===== src/synth_param_pkg.sv =====
package synth_param_pkg;

    // voice size
    localparam int V_OSC = 4;

    localparam int ADR_W = 7;
    // upper address bits select the oscillator block, low four the offset
    localparam int OFS_W = 4;
    localparam int OSC_IDX_W = ADR_W - OFS_W;

    localparam int NAME_LEN = 16;
    localparam int MAT_SIZE = 16 * V_OSC;
    localparam int MAT_AW = $clog2(MAT_SIZE);

    typedef enum logic [1:0] {
        BANK_OSC  = 2'd0,
        BANK_COM  = 2'd1,
        BANK_MAT1 = 2'd2,
        BANK_MAT2 = 2'd3
    } param_bank_e;

    // offsets inside one oscillator block
    localparam logic [OFS_W-1:0] OSC_ADR_LVL       = 4'd2;
    localparam logic [OFS_W-1:0] OSC_ADR_MOD_OUT   = 4'd3;
    localparam logic [OFS_W-1:0] OSC_ADR_FEEDB_OUT = 4'd4;
    localparam logic [OFS_W-1:0] OSC_ADR_PAN       = 4'd7;
    localparam logic [OFS_W-1:0] OSC_ADR_MOD_IN    = 4'd10;
    localparam logic [OFS_W-1:0] OSC_ADR_FEEDB_IN  = 4'd11;
    // 12 to 15 are readable and always zero
    localparam logic [OFS_W-1:0] OSC_ADR_ZERO      = 4'd12;

    // common bank map
    localparam logic [ADR_W-1:0] COM_ADR_VOL  = 7'd1;
    localparam logic [ADR_W-1:0] COM_ADR_ZERO = 7'd10;
    localparam logic [ADR_W-1:0] COM_ADR_NAME = 7'd16;
    localparam logic [ADR_W-1:0] COM_ADR_END  = 7'd32;

    // matrix buffers fill the low 16 * V_OSC addresses
    localparam logic [ADR_W-1:0] MAT_ADR_END = ADR_W'(MAT_SIZE);

    // reset values
    localparam logic signed [7:0] DEF_LVL_ON    = 8'h40;
    localparam logic signed [7:0] DEF_PAN       = 8'h40;
    localparam logic signed [7:0] DEF_VOL       = 8'h40;
    localparam logic [7:0]        DEF_NAME_CHAR = 8'd32;

    // controller numbers
    localparam logic [6:0] CC_BANK = 7'h63;
    localparam logic [6:0] CC_ADR  = 7'h62;
    localparam logic [6:0] CC_DATA = 7'h06;

endpackage


===== src/synth_msg_pkg.sv =====
package synth_msg_pkg;

    // decoder -> store
    typedef struct packed {
        synth_param_pkg::param_bank_e           bank;
        logic [synth_param_pkg::ADR_W-1:0]      adr;
        logic signed [7:0]                      data;
    } param_write_t;

    // dump engine -> store
    typedef struct packed {
        synth_param_pkg::param_bank_e           bank;
        logic [synth_param_pkg::ADR_W-1:0]      adr;
    } param_read_t;

    // one entry of a patch dump
    typedef struct packed {
        synth_param_pkg::param_bank_e           bank;
        logic [synth_param_pkg::ADR_W-1:0]      adr;
        logic signed [7:0]                      value;
    } dump_item_t;

    typedef struct packed {
        logic signed [7:0] level;
        logic signed [7:0] mod_out;
        logic signed [7:0] feedb_out;
        logic signed [7:0] pan;
        logic signed [7:0] mod_in;
        logic signed [7:0] feedb_in;
    } osc_param_t;

    // live settings to the synthesis engine
    typedef struct packed {
        osc_param_t [synth_param_pkg::V_OSC-1:0] osc;
        logic signed [7:0]                       m_vol;
    } voice_param_t;

    typedef enum logic [1:0] {
        WAIT_STATUS = 2'd0,
        WAIT_CTRL   = 2'd1,
        WAIT_VALUE  = 2'd2
    } cc_state_e;

endpackage


===== src/midi_cc_decoder.sv =====
module midi_cc_decoder (
    input  logic                        read,
    input  logic                        reset_data_N,
    input  logic [3:0]                  midi_channel,
    input  logic                        midi_valid,
    input  logic [7:0]                  midi_byte,
    output synth_msg_pkg::param_write_t wr,
    output logic                        wr_valid
);

    import synth_param_pkg::*;
    import synth_msg_pkg::*;

    cc_state_e          state;
    param_bank_e        cur_bank;
    logic [ADR_W-1:0]   cur_adr;
    logic [6:0]         ctrl;

    logic               is_status;
    logic               is_our_cc;
    logic               take_ctrl;
    logic               take_value;

    // bit 7 marks a status byte
    assign is_status = midi_valid && midi_byte[7];
    assign is_our_cc = (midi_byte[7:4] == 4'hB) && (midi_byte[3:0] == midi_channel);
    assign take_ctrl = midi_valid && !midi_byte[7] && (state == WAIT_CTRL);
    assign take_value = midi_valid && !midi_byte[7] && (state == WAIT_VALUE);

    always_ff @(posedge read) begin
        if (!reset_data_N) begin
            state <= WAIT_STATUS;
            cur_bank <= BANK_OSC;
            cur_adr <= '0;
            wr_valid <= 1'b0;
        end else begin
            wr_valid <= 1'b0;
            if (is_status) begin
                // foreign status disarms until the next matching CC status
                state <= is_our_cc ? WAIT_CTRL : WAIT_STATUS;
            end else if (take_ctrl) begin
                state <= WAIT_VALUE;
            end else if (take_value) begin
                // running status lets the next pair skip the status byte
                state <= WAIT_CTRL;
                case (ctrl)
                    CC_BANK: begin
                        cur_bank <= param_bank_e'(midi_byte[1:0]);
                    end
                    CC_ADR: begin
                        cur_adr <= midi_byte[6:0];
                    end
                    CC_DATA: begin
                        wr_valid <= 1'b1;
                    end
                    default: ;
                endcase
            end
        end
    end

    // controller number and write payload
    always_ff @(posedge read) begin
        if (take_ctrl) begin
            ctrl <= midi_byte[6:0];
        end
        if (take_value && (ctrl == CC_DATA)) begin
            wr.bank <= cur_bank;
            wr.adr <= cur_adr;
            wr.data <= {1'b0, midi_byte[6:0]};
        end
    end

    // every write needs its own value byte, so pulses never touch
    a_wr_single_pulse: assert property (
        @(posedge read) disable iff (!reset_data_N)
        wr_valid |=> !wr_valid
    );

endmodule


===== src/patch_param_store.sv =====
module patch_param_store (
    input  logic                        read,
    input  logic                        reset_data_N,
    input  synth_msg_pkg::param_write_t wr,
    input  logic                        wr_valid,
    input  synth_msg_pkg::param_read_t  rd_req,
    input  logic                        rd_valid,
    output logic signed [7:0]           rd_data,
    output logic                        rd_readable,
    output synth_msg_pkg::voice_param_t voice
);

    import synth_param_pkg::*;

    logic [7:0]         patch_name [NAME_LEN];
    logic signed [7:0]  mat_buf1 [MAT_SIZE];
    logic signed [7:0]  mat_buf2 [MAT_SIZE];

    logic [OSC_IDX_W-1:0]   wr_osc;
    logic [OFS_W-1:0]       wr_ofs;
    logic [OSC_IDX_W-1:0]   rd_osc;
    logic [OFS_W-1:0]       rd_ofs;
    logic                   wr_in_name;
    logic                   wr_in_mat;

    logic                   rd_ok;
    logic signed [7:0]      rd_val;

    assign wr_osc = wr.adr[ADR_W-1:OFS_W];
    assign wr_ofs = wr.adr[OFS_W-1:0];
    assign rd_osc = rd_req.adr[ADR_W-1:OFS_W];
    assign rd_ofs = rd_req.adr[OFS_W-1:0];

    assign wr_in_name = (wr.adr >= COM_ADR_NAME) && (wr.adr < COM_ADR_END);
    assign wr_in_mat = (wr.adr < MAT_ADR_END);

    always_ff @(posedge read) begin
        if (!reset_data_N) begin
            for (int i = 0; i < V_OSC; i++) begin
                // only the first two oscillators sound after reset
                voice.osc[i].level <= (i < 2) ? DEF_LVL_ON : 8'sh00;
                voice.osc[i].mod_out <= '0;
                voice.osc[i].feedb_out <= '0;
                voice.osc[i].pan <= DEF_PAN;
                voice.osc[i].mod_in <= '0;
                voice.osc[i].feedb_in <= '0;
            end
            voice.m_vol <= DEF_VOL;
            for (int n = 0; n < NAME_LEN; n++) begin
                patch_name[n] <= DEF_NAME_CHAR;
            end
            for (int m = 0; m < MAT_SIZE; m++) begin
                mat_buf1[m] <= '0;
                mat_buf2[m] <= '0;
            end
        end else if (wr_valid) begin
            case (wr.bank)
                BANK_OSC: begin
                    for (int i = 0; i < V_OSC; i++) begin
                        if (wr_osc == OSC_IDX_W'(i)) begin
                            case (wr_ofs)
                                OSC_ADR_LVL:       voice.osc[i].level <= wr.data;
                                OSC_ADR_MOD_OUT:   voice.osc[i].mod_out <= wr.data;
                                OSC_ADR_FEEDB_OUT: voice.osc[i].feedb_out <= wr.data;
                                OSC_ADR_PAN:       voice.osc[i].pan <= wr.data;
                                OSC_ADR_MOD_IN:    voice.osc[i].mod_in <= wr.data;
                                OSC_ADR_FEEDB_IN:  voice.osc[i].feedb_in <= wr.data;
                                default: ;
                            endcase
                        end
                    end
                end
                BANK_COM: begin
                    if (wr.adr == COM_ADR_VOL) begin
                        voice.m_vol <= wr.data;
                    end else if (wr_in_name) begin
                        // name base is 16-aligned
                        patch_name[wr.adr[3:0]] <= wr.data;
                    end
                end
                BANK_MAT1: begin
                    if (wr_in_mat) begin
                        mat_buf1[wr.adr[MAT_AW-1:0]] <= wr.data;
                    end
                end
                BANK_MAT2: begin
                    if (wr_in_mat) begin
                        mat_buf2[wr.adr[MAT_AW-1:0]] <= wr.data;
                    end
                end
                default: ;
            endcase
        end
    end

    // read mux and readable rule
    always_comb begin
        rd_ok = 1'b0;
        rd_val = '0;
        case (rd_req.bank)
            BANK_OSC: begin
                for (int i = 0; i < V_OSC; i++) begin
                    if (rd_osc == OSC_IDX_W'(i)) begin
                        rd_ok = 1'b1;
                        case (rd_ofs)
                            OSC_ADR_LVL:       rd_val = voice.osc[i].level;
                            OSC_ADR_MOD_OUT:   rd_val = voice.osc[i].mod_out;
                            OSC_ADR_FEEDB_OUT: rd_val = voice.osc[i].feedb_out;
                            OSC_ADR_PAN:       rd_val = voice.osc[i].pan;
                            OSC_ADR_MOD_IN:    rd_val = voice.osc[i].mod_in;
                            OSC_ADR_FEEDB_IN:  rd_val = voice.osc[i].feedb_in;
                            default:           rd_ok = (rd_ofs >= OSC_ADR_ZERO);
                        endcase
                    end
                end
            end
            BANK_COM: begin
                if (rd_req.adr == COM_ADR_VOL) begin
                    rd_ok = 1'b1;
                    rd_val = voice.m_vol;
                end else if ((rd_req.adr >= COM_ADR_NAME) && (rd_req.adr < COM_ADR_END)) begin
                    rd_ok = 1'b1;
                    rd_val = patch_name[rd_req.adr[3:0]];
                end else if (rd_req.adr >= COM_ADR_ZERO && rd_req.adr < COM_ADR_NAME) begin
                    rd_ok = 1'b1;
                end
            end
            BANK_MAT1: begin
                rd_ok = (rd_req.adr < MAT_ADR_END);
                rd_val = mat_buf1[rd_req.adr[MAT_AW-1:0]];
            end
            BANK_MAT2: begin
                rd_ok = (rd_req.adr < MAT_ADR_END);
                rd_val = mat_buf2[rd_req.adr[MAT_AW-1:0]];
            end
            default: ;
        endcase
    end

    always_ff @(posedge read) begin
        if (!reset_data_N) begin
            rd_readable <= 1'b0;
        end else begin
            rd_readable <= rd_valid && rd_ok;
        end
    end

    always_ff @(posedge read) begin
        rd_data <= rd_val;
    end

    // a reply only ever answers the request of the cycle before
    a_reply_follows_req: assert property (
        @(posedge read) disable iff (!reset_data_N)
        rd_readable |-> $past(rd_valid)
    );

endmodule


===== src/synth_param_top.sv =====
module synth_param_top (
    input  logic                         read,
    input  logic                         reset_data_N,
    input  logic [3:0]                   midi_channel,
    input  logic                         midi_valid,
    input  logic [7:0]                   midi_byte,
    input  logic                         dump_start,
    input  synth_param_pkg::param_bank_e dump_bank,
    output synth_msg_pkg::voice_param_t  voice,
    output synth_msg_pkg::dump_item_t    dump_item,
    output logic                         dump_valid,
    output logic                         dump_busy,
    output logic                         dump_done
);

    import synth_msg_pkg::*;

    param_write_t       wr;
    logic               wr_valid;
    param_read_t        rd_req;
    logic               rd_valid;
    logic signed [7:0]  rd_data;
    logic               rd_readable;

    midi_cc_decoder u_decoder (
        .read         (read),
        .reset_data_N (reset_data_N),
        .midi_channel (midi_channel),
        .midi_valid   (midi_valid),
        .midi_byte    (midi_byte),
        .wr           (wr),
        .wr_valid     (wr_valid)
    );

    patch_param_store u_store (
        .read         (read),
        .reset_data_N (reset_data_N),
        .wr           (wr),
        .wr_valid     (wr_valid),
        .rd_req       (rd_req),
        .rd_valid     (rd_valid),
        .rd_data      (rd_data),
        .rd_readable  (rd_readable),
        .voice        (voice)
    );

    sysex_dump_engine u_dump (
        .read         (read),
        .reset_data_N (reset_data_N),
        .dump_start   (dump_start),
        .dump_bank    (dump_bank),
        .rd_req       (rd_req),
        .rd_valid     (rd_valid),
        .rd_data      (rd_data),
        .rd_readable  (rd_readable),
        .dump_item    (dump_item),
        .dump_valid   (dump_valid),
        .dump_busy    (dump_busy),
        .dump_done    (dump_done)
    );

endmodule


===== src/sysex_dump_engine.sv =====
module sysex_dump_engine (
    input  logic                         read,
    input  logic                         reset_data_N,
    input  logic                         dump_start,
    input  synth_param_pkg::param_bank_e dump_bank,
    output synth_msg_pkg::param_read_t   rd_req,
    output logic                         rd_valid,
    input  logic signed [7:0]            rd_data,
    input  logic                         rd_readable,
    output synth_msg_pkg::dump_item_t    dump_item,
    output logic                         dump_valid,
    output logic                         dump_busy,
    output logic                         dump_done
);

    import synth_param_pkg::*;

    typedef enum logic [1:0] {
        DUMP_IDLE  = 2'd0,
        DUMP_SCAN  = 2'd1,
        DUMP_FLUSH = 2'd2
    } dump_state_e;

    dump_state_e        state;
    param_bank_e        bank_q;
    logic [ADR_W-1:0]   adr_cnt;
    logic               inflight;
    logic [ADR_W-1:0]   inflight_adr;

    assign rd_valid = (state == DUMP_SCAN);
    assign rd_req.bank = bank_q;
    assign rd_req.adr = adr_cnt;
    assign dump_busy = (state != DUMP_IDLE);

    always_ff @(posedge read) begin
        if (!reset_data_N) begin
            state <= DUMP_IDLE;
            adr_cnt <= '0;
            inflight <= 1'b0;
            dump_valid <= 1'b0;
            dump_done <= 1'b0;
        end else begin
            inflight <= rd_valid;
            dump_valid <= inflight && rd_readable;
            dump_done <= 1'b0;
            case (state)
                DUMP_IDLE: begin
                    if (dump_start) begin
                        state <= DUMP_SCAN;
                        adr_cnt <= '0;
                    end
                end
                DUMP_SCAN: begin
                    adr_cnt <= adr_cnt + 1'b1;
                    if (adr_cnt == '1) begin
                        state <= DUMP_FLUSH;
                    end
                end
                DUMP_FLUSH: begin
                    // wait until the last reply has gone out
                    if (!inflight) begin
                        state <= DUMP_IDLE;
                        dump_done <= 1'b1;
                    end
                end
                default: state <= DUMP_IDLE;
            endcase
        end
    end

    // bank latch, address tag of the reply and the emitted item
    always_ff @(posedge read) begin
        if (state == DUMP_IDLE && dump_start) begin
            bank_q <= dump_bank;
        end
        inflight_adr <= adr_cnt;
        if (inflight && rd_readable) begin
            dump_item.bank <= bank_q;
            dump_item.adr <= inflight_adr;
            dump_item.value <= rd_data;
        end
    end

    a_item_inside_busy: assert property (
        @(posedge read) disable iff (!reset_data_N)
        dump_valid |-> dump_busy
    );

endmodule


===== config.mk =====
export PLATFORM = sky130hd
export DESIGN_NAME = synth_param_top
export DESIGN_NICKNAME = d
export VERILOG_FILES = /design/src/synth_param_pkg.sv /design/src/synth_msg_pkg.sv /design/src/midi_cc_decoder.sv /design/src/patch_param_store.sv /design/src/synth_param_top.sv /design/src/sysex_dump_engine.sv
export SDC_FILE = /design/constraint.sdc
export NUM_CORES = 2
export LEC_CHECK = 0
export ABC_AREA = 1
export BUFFER_PORTS_ARGS = -buffer_cell sky130_fd_sc_hd__buf_2
export CAP_MARGIN = 5
export CORE_ASPECT_RATIO = 1.4
export CORE_MARGIN = 2
export CORE_UTILIZATION = 55
export CTS_CLUSTER_SIZE = 16
export DETAILED_ROUTE_END_ITERATION = 10
export PLACE_DENSITY = 0.72
export SYNTH_ARGS = -nofsm -noshare
export SYNTH_HDL_FRONTEND = slang
export SYNTH_HIERARCHICAL = 1
export SYNTH_SLANG_ARGS = --single-unit

===== constraint.sdc =====
create_clock -name read -period 4.42 [get_ports read]
set_input_delay 0.442 -clock read [delete_from_list [all_inputs] [get_ports read]]
set_output_delay 0.442 -clock read [all_outputs]
set_load 0.02 [all_outputs]

# ---- Yosys cells after proc, flatten, opt, wreduce, memory -nomap -nowiden
# Memory sizes are Yosys's and may differ from the RTL's. A register that Yosys moved wholly into a read port is not among the register bits.
# Cells that the tools add are included.
dict set report totals {
  elab_cells 221
  mem_bits_rw 1008
  ff_bits 257
  out_inout_bits 220
  memories 3
}
# memory depth word_bits read_ports rd_clocked_by_memory_dff write_ports line_no
set memory_table {}
lappend memory_table {u_store.mat_buf1 64 7 1 1 64 patch_param_store.sv:16} ;# logic signed [7:0] mat_buf1 [MAT_SIZE];
lappend memory_table {u_store.mat_buf2 64 7 1 1 64 patch_param_store.sv:17} ;# logic signed [7:0] mat_buf2 [MAT_SIZE];
lappend memory_table {u_store.patch_name 16 7 1 1 16 patch_param_store.sv:15} ;# logic [7:0] patch_name [NAME_LEN];
dict set report op_classes {
  bitwise_logic 4
  n_eq_ne 39
  add_sub_neg 1
  reduce_logical 57
  n_mux 63
  magnitude_cmp 9
}
# cell n
set ops {}
lappend ops {{8-bit one-hot mux with 6 select lines} 3}
lappend ops {{4-bit AND reduction} 26}
lappend ops {{8-bit two-way mux} 6}
lappend ops {{7-bit one-hot mux with 6 select lines} 1}
lappend ops {{6-bit two-way mux} 6}
lappend ops {{8-bit one-hot mux with 4 select lines} 1}
lappend ops {{1-bit two-way mux} 30}
lappend ops {{7-bit two-way mux} 4}
lappend ops {{7-bit == test (second input constant)} 3}
lappend ops {{7-bit OR reduction} 3}
lappend ops {{4-bit == test (second input constant)} 5}
lappend ops {{4-bit by 2-bit == test with 1-bit output (second input constant)} 4}
lappend ops {{4-bit by 3-bit == test with 1-bit output (second input constant)} 4}
lappend ops {{7-bit by 1-bit == test with 1-bit output (second input constant)} 2}
lappend ops {{7-bit by 5-bit greater-or-equal comparator with 1-bit output (second input constant)} 2}
lappend ops {{7-bit by 6-bit less-than comparator with 1-bit output (second input constant)} 2}
lappend ops {{7-bit less-than comparator (second input constant)} 2}
lappend ops {{7-bit one-hot mux with 2 select lines} 1}
lappend ops {{2-bit == test (second input constant)} 6}
lappend ops {{3-bit by 2-bit == test with 1-bit output (second input constant)} 4}
lappend ops {{1-bit logical AND} 12}
lappend ops {{2-bit two-way mux} 6}
lappend ops {{4-bit two-way mux} 3}
lappend ops {{2-bit by 1-bit == test with 1-bit output (second input constant)} 4}
lappend ops {{other kinds (22)} 33}

# ---- Longest topological paths before layout
dict set report logic_depth {
  depth_word 10
  depth_mapped 16
  depth_no_buf 13
}

# ---- Hierarchy
# Netlist, hierarchy kept.
# module cells_each seq_area_each_um2 n_inst area_per_inst_um2
set modules_own_cells {}
lappend modules_own_cells {patch_param_store 7068 38777.2 1 61577.8}
lappend modules_own_cells {midi_cc_decoder 130 930.9 1 1407.6}
lappend modules_own_cells {sysex_dump_engine 102 950.9 1 1258.7}

# ---- Worst setup path after synthesis
# No wires, ideal clock.
dict set report synth_timing {
  path_type {reg-to-reg}
  startpoint {register u_decoder/wr[14] (netlist name)}
  endpoint {memory u_store/mat_buf1[11][0] in the netlist's numbering (enable)}
  path_slack_ns 2.330
  path_stages_with_launch 8
  required_ns 4.091
  arrival_time_ns 1.761
  setup_ns 0.329
  cell_sequence {edfxtp_1 inv_1 nand3_1 nor3_1 clkbuf_1 buf_1 nand3_1 nand2_1}
}
# item line_no
set synth_lines {}
lappend synth_lines {{end: declaration} patch_param_store.sv:16}

# ---- Worst setup path after layout
dict set report layout_timing {
  startpoint {register u_decoder/wr[11] (netlist name)}
  endpoint {register u_store/voice[56] (netlist name)}
}
dict set report layout_via {
  elab_chain_len 2
}
# item line_no
set layout_lines {}
lappend layout_lines {{4-bit == test} patch_param_store.sv:61} ;# case (wr_ofs)
lappend layout_lines {{4-bit AND reduction (no source line)} --}
# Every way passes these cells.
# A chain may end at the register's enable or synchronous reset.

==> impl_metrics.env <==
export IMPL_ir_drop_v=0.000374
export IMPL_core_area_sq_um=116000
export IMPL_start_util_pct=55.3
export IMPL_synth_seq_cells=1434
export IMPL_crit_type="flip-flop to flip-flop"
export IMPL_root_buffer="clkbuf_16"
export IMPL_min_period_ns=4.19
export IMPL_clock_sinks=1434
export IMPL_via_count=51872
export IMPL_vias_per_cell=5.79
export IMPL_gp_congestion=0.945
export IMPL_critPathTopFamily="simple AND/OR/NAND/NOR gates"
export IMPL_cp_data_required_time_ns=5.08
export IMPL_drt_total_wl_mm=203
export IMPL_insertion_delay_ns=0.80
export IMPL_syn_area_per_cell_sq_um=8.80
export IMPL_max_slew_margin_rel_pct=20.7
export IMPL_outcome="completed"
export IMPL_crit_arrival_ns=4.86
export IMPL_power_density_nw_per_um2=402
export IMPL_grt_setup_unrepaired="no"
export IMPL_hold_viol_final=0
export IMPL_synthCells=7300
export IMPL_synth_edf_count=1194
export IMPL_synth_simple_area_share_pct=27.1
export IMPL_setup_tns_ns=0
export IMPL_synthXorXnorAreaFrac_pct=0
export IMPL_ant_nets=0
export IMPL_synth_compound_area_share_pct=5.11
export IMPL_reg2reg_depth=9
export IMPL_synth_top_family_by_area="simple AND/OR/NAND/NOR gates"
export IMPL_async_flop_share_pct=0
export IMPL_hp_class="input port to flip-flop"
export IMPL_cp_slowest_cell="edfxtp_1"
export IMPL_tightest_slew_ns=1.19
export IMPL_fin_nets=7360
export IMPL_dp_final_hpwl_mm=131
export IMPL_fmax_mhz=238
export IMPL_synth_fa_ha_area_share_pct=0.0195
export IMPL_synth_nets=7319
export IMPL_grt_pass1_vias=50375
export IMPL_power_leakage_nw=29.3
export IMPL_slowest_delay_ns=1.13
export IMPL_hold_worst_slack_ns=0.0581
export IMPL_grt_overflow_total=0
export IMPL_rows=148
export IMPL_path_clk_slew_ns=0.07
export IMPL_grt_first_pass_wirelength_mm=302
export IMPL_antenna_found_initial=0
export IMPL_cts_inserted_buffers=134
export IMPL_drv_cap=0
export IMPL_synthFlopType="edfxtp_1"
export IMPL_path_common_cell="inv_2"
export IMPL_yosysWarnings=6
export IMPL_grtUsageTotal_pct=33.8
export IMPL_path_buf_inv=3
export IMPL_synth_seq_area_share_pct=63.3
export IMPL_tritoncts="done"
export IMPL_grt_max_degree=181
export IMPL_mostFrequentLayoutCells="nand2_1 (2,739), nor2_1 (1,495), edfxtp_1 (1,194)"
export IMPL_total_power_w=0.0286
export IMPL_cp_depth=9
export IMPL_final_common_cell="nand2_1"
export IMPL_clock_path_buffers=3
export IMPL_htree_levels=4
export IMPL_die_height_um=408
export IMPL_end_kind="flip-flop"
export IMPL_drive_above_1_share_pct=7.98
export IMPL_drt_iter0_markers=5764
export IMPL_synth_distinct_cells=40
export IMPL_drtPass1Iterations=7
export IMPL_hold_depth=6
export IMPL_crit_chain="inv_2 -> nor2_1 -> inv_2 -> nor2_4 -> inv_2 -> nor2_2 -> nand2_1 -> o21ai_0 -> a21oi_1"
export IMPL_die_x_um=293
export IMPL_drc=0
export IMPL_drv_slew=0
export IMPL_setup_viol=0
export IMPL_muxShareOfSynthArea_pct=0
export IMPL_ios=238
export IMPL_cts_repair_resize_count=0
export IMPL_cp_max_fo=16
export IMPL_area_delta_synth_final_pct=10.6
export IMPL_cp_start_kind="flip-flop"
export IMPL_dieArea_sq_um=120000
export IMPL_worst_clock_skew_ns=0.0299
export IMPL_portBuffers=237
export IMPL_netlist_area_sq_um=64200
export IMPL_finalCritPeriodShare_pct=94.9
export IMPL_avgRoutedWirePerCell_um=22.7
state kept, by name, indices dropped and copies added, names as in the netlist, 2 cells and up:
signal,flops
u_decoder/ctrl,7
u_dump/adr_cnt,7
u_decoder/wr,16
u_dump/state,2
u_dump/bank_q,2
u_dump/inflight_adr,7
u_dump/dump_item,17
u_store/voice,200
u_decoder/cur_bank,2
u_store/mat_buf2,512
u_decoder/state,2
u_decoder/cur_adr,7
u_store/mat_buf1,512
u_store/rd_data,8
u_store/patch_name,128
what timing repair did:
action                    4_1_cts  5_1_grt
hold buffers                   12        0
setup buffers                   0        0
hold endpoints to repair       19        0
power breakdown:
part | total [W] | leakage [nW] | switching, W | internal [W]
combinational | 0.00153 | 13.8 | 0.00116 | 0.000374
clock | 0.0117 | 2.13 | 0.00514 | 0.00660
sequential | 0.0153 | 13.3 | 0.000176 | 0.0151
metrics by stage:
step | setup WS (ns) | instances | instance area (sq um) | utilization, %
5_1_grt | 0.0768 | 8953 | 71100 | 61.2
3_3_place_gp | 0.443 | 8693 | 66600 | 57.3
6_report | 0.227 | 8955 | 71100 | 61.2
3_5_place_dp | 0.335 | 8693 | 66600 | 57.3
2_1_floorplan | 2.33 | 7300 | 64200 | -
4_1_cts | 0.340 | 8953 | 71100 | 61.2
area by class of cell:
class                   instances  area, sq um
repair buffers                347         2250
flip-flops and latches       1434        40700
diodes                          2         5.00
clock buffers                 176         3680
clock inverters                72          717
inverters                     282         1110
well taps                    1500         1880
multi-input cells            5142        20800
fillers                      9469        45000
worst reg2reg max path, stage by stage, from the launching register on:
cell	delay [ns]
edfxtp_1	1.13
inv_2	0.45
nor2_1	0.26
inv_2	0.10
nor2_4	0.53
inv_2	0.14
nor2_2	0.57
nand2_1	0.52
o21ai_0	0.32
a21oi_1	0.06
final timing paths:
check,end,slack [ns],from
worst min register to register,u_dump/dump_item[9],0.41,u_dump/inflight_adr[1]
worst max-delay path,u_store/voice[56],0.23,u_decoder/wr[11]
worst min-delay path,u_decoder/state[0],0.06,midi_channel[1]
worst max register to register,u_store/voice[56],0.23,u_decoder/wr[11]
logic make-up after synthesis:
family / count (synthesis)
other: 1
adders and majority gates: 1
and+or+nand+nor: 4511
buffers and inverters: 724
AOI/OAI and AO/OA: 629
DFF: 1434
Yosys cell counts (all sizes together) (35+ instances only):
cell type  count  area share [%]
inv          278             1.6
nand2       2743              16
nand3        196             1.5
edfxtp      1194              56
dfxtp        240             7.5
a21oi        259             2.0
buf          128            0.99
nand4         35            0.34
o22ai         45            0.44
nor2        1520             9.0
clkbuf       314             1.8
o21ai        301             2.3
layer usage:
layer	share of wire (%)	GRT usage [%]
met3	10	6.31
met4	8.0	23.8
met2	48	56.2
met1	34	39.5
met5	0	0
(Power assumes the default switching activity.)
